[config.mk]
export PLATFORM = sky130hd
export DESIGN_NAME = compareDisp
export DESIGN_NICKNAME = d
export VERILOG_FILES = /design/src/rtl/displayPkg.sv /design/src/rtl/busPkg.sv /design/src/rtl/objectRegs.sv /design/src/rtl/objectHit.sv /design/src/rtl/pixelCompositor.sv /design/src/rtl/compareDisp.sv
export SDC_FILE = /design/constraint.sdc
export NUM_CORES = 2
export LEC_CHECK = 0
export BUFFER_PORTS_ARGS = -buffer_cell sky130_fd_sc_hd__buf_2
export CAP_MARGIN = 5
export CORE_MARGIN = 2
export CORE_UTILIZATION = 55
export DETAILED_ROUTE_END_ITERATION = 16
export MAX_ROUTING_LAYER = met4
export PLACE_DENSITY = 0.72
export SYNTH_ARGS = -nofsm -noshare
export SYNTH_HDL_FRONTEND = slang
export SYNTH_SLANG_ARGS = --single-unit
[constraint.sdc]
create_clock -name clk -period 5.5 [get_ports clk]
set_input_delay 0.275 -clock clk [delete_from_list [all_inputs] [get_ports clk]]
set_output_delay 0.275 -clock clk [all_outputs]
set_load 0.01 [all_outputs]
[src/rtl/displayPkg.sv]
package displayPkg;

    //////////////////////////////////////////////////////////////////////
    // pixel side types

    // beam position or object coordinate
    typedef logic [9:0] coordT;

    // colour select sent on to the palette
    typedef logic [2:0] colorSelT;

    // one drawable block
    typedef struct packed {
        coordT    hStart;
        coordT    vStart;
        coordT    width;
        coordT    height;
        colorSelT color;
        logic     visible;
    } objAttrT;

    //////////////////////////////////////////////////////////////////////
    // 640x480 visible window, in raw counter units

    localparam coordT hFirst = 10'd144;
    localparam coordT hLast  = 10'd784;
    localparam coordT vFirst = 10'd35;
    localparam coordT vLast  = 10'd515;

    // frame drawn around the inside of the window
    localparam coordT    borderThick = 10'd8;
    localparam colorSelT borderColor = 3'd6;
    localparam colorSelT backColor   = 3'd0;

    //////////////////////////////////////////////////////////////////////
    // object set

    localparam int wallCount   = 4;
    localparam int scrollCount = 4;
    // player plus walls plus scrolls
    localparam int objCount    = 1 + wallCount + scrollCount;

    // entry 0 is the player, walls follow, then scrolls
    // the index also sets draw priority, lowest wins
    typedef objAttrT [objCount-1:0] objAttrTableT;

endpackage

[src/rtl/busPkg.sv]
package busPkg;

    //////////////////////////////////////////////////////////////////////
    // Wishbone widths

    // word address, object index above field code
    typedef logic [6:0]  wbAddrT;
    typedef logic [31:0] wbDataT;

    // the two halves of a word address
    typedef logic [3:0] wbIndexT;
    typedef logic [2:0] wbFieldT;

    // master to slave
    typedef struct packed {
        logic   cyc;
        logic   stb;
        logic   we;
        wbAddrT adr;
        wbDataT dat;
    } wbReqT;

    // slave to master
    typedef struct packed {
        logic   ack;
        wbDataT dat;
    } wbRspT;

    //////////////////////////////////////////////////////////////////////
    // register map, per object

    localparam wbFieldT fieldHStart = 3'd0;
    localparam wbFieldT fieldVStart = 3'd1;
    localparam wbFieldT fieldWidth  = 3'd2;
    localparam wbFieldT fieldHeight = 3'd3;
    localparam wbFieldT fieldStyle  = 3'd4;

    // layout of the style word
    localparam int styleColorLsb   = 0;
    localparam int styleVisibleBit = 8;

endpackage

[src/rtl/objectRegs.sv]
`timescale 1ns/10ps

module objectRegs
    import displayPkg::*;
    import busPkg::*;
(
    input  logic         clk,
    input  logic         reset,
    input  wbReqT        wbReq,
    output wbRspT        wbRsp,
    output objAttrTableT objTable
);

    wbIndexT reqIndex;
    wbFieldT reqField;
    logic    indexValid;
    logic    strobe;
    logic    ackQ;
    objAttrT selAttr;
    wbDataT  readData;
    wbDataT  datQ;

    //////////////////////////////////////////////////////////////////////
    // address decode

    assign reqIndex = wbReq.adr[$bits(wbAddrT)-1:$bits(wbFieldT)];
    assign reqField = wbReq.adr[$bits(wbFieldT)-1:0];

    // indices past the last scroll are holes in the map
    assign indexValid = reqIndex < objCount;

    // new request, not the tail of one already acked
    assign strobe = wbReq.cyc && wbReq.stb && !ackQ;

    //////////////////////////////////////////////////////////////////////
    // attribute table and ack

    always_ff @(posedge clk)
    begin
        if (reset)
        begin
            ackQ     <= 1'b0;
            objTable <= '0;
        end
        else
        begin
            ackQ <= strobe;
            if (strobe && wbReq.we && indexValid)
            begin
                case (reqField)
                    fieldHStart:
                        objTable[reqIndex].hStart <= wbReq.dat[$bits(coordT)-1:0];
                    fieldVStart:
                        objTable[reqIndex].vStart <= wbReq.dat[$bits(coordT)-1:0];
                    fieldWidth:
                        objTable[reqIndex].width  <= wbReq.dat[$bits(coordT)-1:0];
                    fieldHeight:
                        objTable[reqIndex].height <= wbReq.dat[$bits(coordT)-1:0];
                    fieldStyle:
                    begin
                        objTable[reqIndex].color <=
                            wbReq.dat[styleColorLsb +: $bits(colorSelT)];
                        objTable[reqIndex].visible <= wbReq.dat[styleVisibleBit];
                    end
                    default:
                    begin
                        // unmapped field, write dropped
                    end
                endcase
            end
        end
    end

    //////////////////////////////////////////////////////////////////////
    // read mux

    always_comb
    begin
        selAttr  = '0;
        readData = '0;
        if (indexValid)
        begin
            selAttr = objTable[reqIndex];
        end
        case (reqField)
            fieldHStart: readData[$bits(coordT)-1:0] = selAttr.hStart;
            fieldVStart: readData[$bits(coordT)-1:0] = selAttr.vStart;
            fieldWidth:  readData[$bits(coordT)-1:0] = selAttr.width;
            fieldHeight: readData[$bits(coordT)-1:0] = selAttr.height;
            fieldStyle:
            begin
                readData[styleColorLsb +: $bits(colorSelT)] = selAttr.color;
                readData[styleVisibleBit] = selAttr.visible;
            end
            default:
            begin
                readData = '0;
            end
        endcase
    end

    // captured with the strobe, presented in the ack cycle
    always_ff @(posedge clk)
    begin
        if (strobe)
        begin
            datQ <= readData;
        end
    end

    assign wbRsp.ack = ackQ;
    assign wbRsp.dat = datQ;

endmodule

[src/rtl/objectHit.sv]
`timescale 1ns/10ps

module objectHit
    import displayPkg::*;
(
    input  objAttrT attr,
    input  coordT   hCount,
    input  coordT   vCount,
    output logic    hit
);

    // wide enough for start + window offset + size at full scale
    logic [$bits(coordT)+1:0] hLow;
    logic [$bits(coordT)+1:0] hHigh;
    logic [$bits(coordT)+1:0] vLow;
    logic [$bits(coordT)+1:0] vHigh;
    logic [$bits(coordT)+1:0] hPos;
    logic [$bits(coordT)+1:0] vPos;
    logic                     hInside;
    logic                     vInside;

    // object start is relative to the top left visible pixel
    assign hLow  = {2'b00, attr.hStart} + {2'b00, hFirst};
    assign vLow  = {2'b00, attr.vStart} + {2'b00, vFirst};
    assign hHigh = hLow + {2'b00, attr.width};
    assign vHigh = vLow + {2'b00, attr.height};

    assign hPos = {2'b00, hCount};
    assign vPos = {2'b00, vCount};

    // both edges count as inside
    assign hInside = (hPos >= hLow) && (hPos <= hHigh);
    assign vInside = (vPos >= vLow) && (vPos <= vHigh);

    assign hit = attr.visible && hInside && vInside;

endmodule

[src/rtl/pixelCompositor.sv]
`timescale 1ns/10ps

module pixelCompositor
    import displayPkg::*;
(
    input  logic                clk,
    input  logic                reset,
    input  coordT               hCount,
    input  coordT               vCount,
    input  logic [objCount-1:0] hits,
    input  objAttrTableT        objTable,
    output colorSelT            sel
);

    logic     outside;
    logic     inBorder;
    colorSelT objColor;
    colorSelT nextSel;

    //////////////////////////////////////////////////////////////////////
    // window and border

    assign outside = (hCount < hFirst) || (hCount > hLast) ||
                     (vCount < vFirst) || (vCount > vLast);

    // only meaningful once outside is known to be low
    assign inBorder = (hCount <= hFirst + borderThick) ||
                      (hCount >= hLast - borderThick) ||
                      (vCount <= vFirst + borderThick) ||
                      (vCount >= vLast - borderThick);

    //////////////////////////////////////////////////////////////////////
    // object priority

    // walk from the top index down so the lowest hit is left standing
    always_comb
    begin
        objColor = backColor;
        for (int i = objCount - 1; i >= 0; i--)
        begin
            if (hits[i])
            begin
                objColor = objTable[i].color;
            end
        end
    end

    always_comb
    begin
        if (outside)
        begin
            nextSel = backColor;
        end
        else if (inBorder)
        begin
            nextSel = borderColor;
        end
        else
        begin
            nextSel = objColor;
        end
    end

    // one cycle from beam position to select
    always_ff @(posedge clk)
    begin
        if (reset)
        begin
            sel <= '0;
        end
        else
        begin
            sel <= nextSel;
        end
    end

endmodule

[src/rtl/compareDisp.sv]
`timescale 1ns/10ps

module compareDisp
    import displayPkg::*;
    import busPkg::*;
(
    input  logic     clk,
    input  logic     reset,
    input  coordT    hCount,
    input  coordT    vCount,
    input  wbReqT    wbReq,
    output wbRspT    wbRsp,
    output colorSelT sel
);

    objAttrTableT        objTable;
    logic [objCount-1:0] hits;

    //////////////////////////////////////////////////////////////////////
    // host side attribute table

    objectRegs objectRegs_inst
    (
        .clk      (clk),
        .reset    (reset),
        .wbReq    (wbReq),
        .wbRsp    (wbRsp),
        .objTable (objTable)
    );

    //////////////////////////////////////////////////////////////////////
    // one rectangle test per table entry

    for (genvar i = 0; i < objCount; i++)
    begin : genHit
        objectHit objectHit_inst
        (
            .attr   (objTable[i]),
            .hCount (hCount),
            .vCount (vCount),
            .hit    (hits[i])
        );
    end

    //////////////////////////////////////////////////////////////////////
    // final select

    // colours come straight from the table, hits only pick the winner
    pixelCompositor pixelCompositor_inst
    (
        .clk      (clk),
        .reset    (reset),
        .hCount   (hCount),
        .vCount   (vCount),
        .hits     (hits),
        .objTable (objTable),
        .sel      (sel)
    );

endmodule

## Word level (Yosys, flattened, before mapping)

Index checks and enable logic that the tools add are counted.

| word-level totals | value |
|---|---|
| flip-flop bits (word level) | 410 |
| bits in latches | 0 |
| bits in writable memories | 0 |
| ROM bits | 0 |
| output and inout port bits | 36 |
| memories kept | 0 |

| cells by class | value |
|---|---|
| $add $sub $neg | 36 |
| multiply operators | 0 |
| divide/modulo/power cells | 0 |
| magnitude comparators | 47 |
| equality and inequality tests | 4 |
| shift-type cells | 0 |
| mux-type cells | 36 |
| bitwise operators | 0 |
| reductions and logical operators | 53 |

Operators with widths:

| cell | count |
|---|---|
| $bwmux W396 | 6 |
| $pmux W396 S5 | 1 |
| $demux W44 S4 | 6 |
| $add A12 B10 Y12 | 18 |
| $ge A10 B12 Y1 | 18 |
| $le A10 B12 Y1 | 18 |
| $bmux W44 S4 | 1 |
| $mux W44 | 3 |
| $add A10 B6 Y11 const B | 9 |
| $add A10 B8 Y11 const B | 9 |
| $logic_and A1 B1 Y1 | 41 |
| $mux W34 | 1 |
| $mux W3 | 10 |
| $mux W24 | 1 |
| $gt A10 B10 Y1 const B | 2 |
| $pmux W5 S4 | 1 |
| $pmux W3 S5 | 1 |
| $mux W14 | 1 |
| $ge A10 B10 Y1 const B | 1 |
| $ge A10 B9 Y1 const B | 1 |
| $le A10 B6 Y1 const B | 1 |
| $le A10 B8 Y1 const B | 1 |
| $lt A10 B6 Y1 const B | 1 |
| $lt A10 B8 Y1 const B | 1 |
| 17 further kinds | 23 |

## Depth between registers and ports, before layout

| logic depth | value |
|---|---|
| word-level depth | 16 |
| mapped depth | 23 |
| mapped depth without buffers | 23 |

## Hierarchy

From an unflattened synthesis, not the netlist that was laid out.

| second synthesis, totals | value |
|---|---|
| cells, all modules | 4290 |
| area total of the unflattened synthesis | 36686.4 sq um |

Modules (own cells, without submodules):

| module | instances | cells an instance | area an instance (sq um) | seq. area each (sq um) |
|---|---|---|---|---|
| objectRegs | 1 | 1941 | 18632.9 | 8247.9 |
| objectHit (genHit[2].objectHit_inst ...) | 5 | 255 | 1948.1 | 0.0 |
| objectHit (genHit[0].objectHit_inst) | 1 | 261 | 2070.7 | 0.0 |
| objectHit (genHit[7].objectHit_inst) | 1 | 246 | 1925.6 | 0.0 |
| objectHit (genHit[5].objectHit_inst) | 1 | 248 | 1903.1 | 0.0 |
| objectHit (genHit[1].objectHit_inst) | 1 | 239 | 1879.3 | 0.0 |
| pixelCompositor | 1 | 80 | 534.3 | 60.1 |

## Least setup slack after synthesis

No wires, ideal clock.

| timing | value |
|---|---|
| path kind | flip-flop to flip-flop |
| start | register with a tool-made name |
| end | register pixelCompositor_inst.sel[0] |
| arrival time | 4.355 ns |
| required time | 5.409 ns |
| slack | 1.054 ns |
| stages on the path, launching flop included | 22 |
| period minus slack after synthesis | 4.446 ns |
| cell sequence | dfxtp_1 -> inv_1 -> ha_1 -> xnor2_1 -> ha_1 -> nor2b_1 -> o21a_1 -> o21ai_0 -> nand2b_1 -> a21o_1 -> a21o_1 -> a21oi_1 -> xor2_1 -> ha_1 -> nand4_1 -> nor3_1 -> or4_1 -> o311a_1 -> a211o_1 -> nor3_1 -> o221ai_1 -> a311oi_1 |

RTL lines:

| what | line | text |
|---|---|---|
| end signal, assigned | pixelCompositor.sv:73 | `sel <= nextSel;` |
| end, declared | pixelCompositor.sv:12 | `output colorSelT sel` |

==> flow_summary.yaml <==
synthesis:
  yosys_warnings: 0
  async_flop_share_pct: 0
  synth_top_area_share_pct: 22.5
  synthesis.area_sq_mm: 0.0356
  ys_seq_elements: 410
  seq_area_frac_synth_pct: 23.3
  synthFlopType: "dfxtp_1"
  avgSynthCellArea_sq_um: 8.50
  synth_top_cell_by_area: "dfxtp_1"
  synth.distinct_cells: 77
  syn_inst: 4192
  synth_area_leaders: "dfxtp_1 22%, ha_1 20%, mux2i_1 7.3%"
  synth_edf_count: 10
sta:
  rsz0062_at_grt: "false"
  tightest_slew_ns: 1.27
  period_share_pct: 92.4
  fin_crit_ns: 5.08
  setup_viol: 0
  tns_ns: 0
  hold_ws_ns: 0.116
  slew_violations: 0
  hold_viol: 0
  finClkSkew_ns: 0.0425
  slew_headroom_pct: 15.0
  fmax_ghz: 0.197
setup_path:
  rr_worst_depth: 21
  endpoint_kind: "flip-flop"
  cp.arrival_ns: 5.60
  r2r-end: "pixelCompositor_inst.sel[0]$_SDFF_PP0_"
  critPathKind: "flip-flop to flip-flop"
  startpoint_type: "flip-flop"
  critical_path_peak_fanout: 4
  cp_data_required_time_ns: 6.02
  r2r_setup_slack_ns: 0.42
global_routing:
  grt_pass1_vias: 30000
  antenna_found_initial: 1
  gr-usage-all-layers_pct: 34.7
  overflow: 0
  grt_max_degree: 207
  grt_pass1_wl_microns: 175000
finish:
  layout.nets: 4809
  num-fill-cells: 5711
  area_growth_pct: 6.88
  drive_gt1_share_pct: 7.44
floorplan:
  fp.dieH_microns: 259
  start_util_pct: 55.5
  fp-row-count: 93
  die_area_sq_mm: 0.0668
  die_width_microns: 259
  fp.coreArea_sq_mm: 0.0642
  io_pins: 100
drt:
  drtIter0Drc: 3325
  wl_microns: 115000
  route.detailed.drc: 0
  vias: 31807
  dr.pass1.iters: 6
  wire_per_inst_microns: 22.6
  ant_nets: 0
  viasPerCell: 6.28
power_and_ir_drop:
  p_clk_share_pct: 46.4
  p_sw_share_pct: 27.9
  power_switching_uw: 1950
  internal_power_uw: 5050
  p_per_area_mw_per_mm2: 184
  power_frac_seq_pct: 42.7
  fin_total_pwr_uw: 7010
  peakVddDrop_mv: 0.190
  leakage_uw: 0.0149
  p_comb_share_pct: 11.0
place:
  dp_hpwl_microns: 82300
  portBuffers: 55
  routabilityCongestion: 1.01
cts:
  path_clk_slew_ns: 0.07
  clockBufferDepth: 3
  cts_tree: "done"
  htreeDepth: 2
  clk_latency_ns: 0.64
  cts_sinks: 410
  cts-buffers-inserted: 47
  root_buffer: "clkbuf_16"
min_path:
  hold_class: "input pin to flip-flop"
  min_to: "objectRegs_inst.datQ[4]$_DFFE_PP_"
  worstHoldPathCells: 2
  hold_path.startpoint: "wbReq[34]"
job:
  maxCapViolCount: 0
run_status:
  outcome: "complete, no violations"
-- what timing repair did --
action,in CTS,in global routing
hold buffers,2,0
hold endpoints to repair,1,0
buffers inserted,0,0
gates resized for setup,0,0
-- stage by stage --
step                      instance area (sq um)  worst slack [ns]  util, %  std cells
after detailed placement                  36500             0.519     56.9       4973
final                                     38100             0.419     59.3       5065
after global routing                      38100            0.0672     59.3       5063
after global placement                    36500             0.577     56.9       4973
after CTS                                 38100             0.472     59.3       5063
after floorplan                           35700              1.05        -       4213
-- kinds of logic (layout without fill, tap and decap cells) --
group,after synthesis,after routing,share of synthesized area (%)
fa+ha+maj,576,576,20.6
xor+xnor,241,241,5.92
other cells,1,24,0.0105
flops,410,410,23.3
compound gates,991,991,16.8
mux,358,358,13.4
buf+inv,471,466,5.31
simple gates,1144,1144,14.6
-- worst max path at each step --
stage	startpoint	endpoint	slack, ns
after CTS	flip-flop	pixelCompositor_inst.sel[0]$_SDFF_PP0_	0.47
after global routing	flip-flop	pixelCompositor_inst.sel[0]$_SDFF_PP0_	0.07
after floorplan	flip-flop	pixelCompositor_inst.sel[0]$_SDFF_PP0_	1.05
after global placement	flip-flop	pixelCompositor_inst.sel[2]$_SDFF_PP0_	0.58
after detailed placement	flip-flop	pixelCompositor_inst.sel[0]$_SDFF_PP0_	0.52
final	flip-flop	pixelCompositor_inst.sel[0]$_SDFF_PP0_	0.42
-- synthesized netlist by cell type (all sizes together), types with 14 or more instances --
master and instances:
fa 18, o21ai 231, a21o 63, xnor2 168, nand2 396, o211ai 33, ha 558, dfxtp 400
o21bai 67, o22ai 15, or3 15, o21a 34, nand2b 42, mux4 94, a211oi 42, and3 16
a2111oi 16, a21oi 394, inv 289, clkbuf 111, nor3 47, nand3 71, o2111ai 14, nor2b 32
xor2 73, buf 71, nor2 410, nand3b 15, mux2i 261, nand4 46
-- power by group through the flow --
stage / combinational (uW) / clock [uW] / sequential [uW]
4_1_cts: 750 / 3250 / 2990
6_report: 769 / 3250 / 2990
3_3_place_gp: 733 / 0 / 3060
5_1_grt: 831 / 3350 / 2990
3_5_place_dp: 746 / 0 / 3060
2_1_floorplan: 466 / 0 / 3060
-- per-layer routing --
layer	wire (microns)	GRT usage, %	vias to the layer above
li1	-	-	14934
met1	48800	47.0	15082
met2	48900	51.6	1495
met3	11200	4.51	296
met4	5750	15.9	0
met5	0	-	-
-- layout make-up --
cell class	instances	area (sq um)	share of cell area (%)
clock inverter	28	260	0.683
inverter	289	1080	2.85
clock buffer	60	1270	3.35
tap	855	1070	2.81
antenna	2	5.00	0.0131
sequential	410	8310	21.8
timing repair buffer	89	567	1.49
multi-input combinational	3332	25500	67.0
-- worst max-delay path: stages (launching register included) --
cell      delay (ns)
dfxtp_1         0.37
inv_1           0.10
ha_1            0.25
xnor2_1         0.20
ha_1            0.30
nor2b_1         0.15
o21a_1          0.17
o21ai_0         0.29
nand2b_1        0.09
a21o_1          0.20
a21o_1          0.17
a21oi_1         0.16
xor2_1          0.17
ha_1            0.26
nand4_1         0.10
nor3_1          0.05
or4_1           0.48
o311a_1         0.43
a211o_1         0.38
nor3_1          0.19
o221ai_1        0.16
a311oi_1        0.31
-- cell usage in the layout, fill, tap and decap left out, types with 63 or more instances in the layout --
cell and instances:
a21o_1 63, a21oi_1 394, dfxtp_1 400, ha_1 558, inv_1 289, mux2i_1 261
mux4_2 94, nand2_1 393, nand3_1 71, nor2_1 381, o21ai_0 231, o21bai_1 67
xnor2_1 168, xor2_1 73
Note: power is estimated with default switching activity, not from simulation.
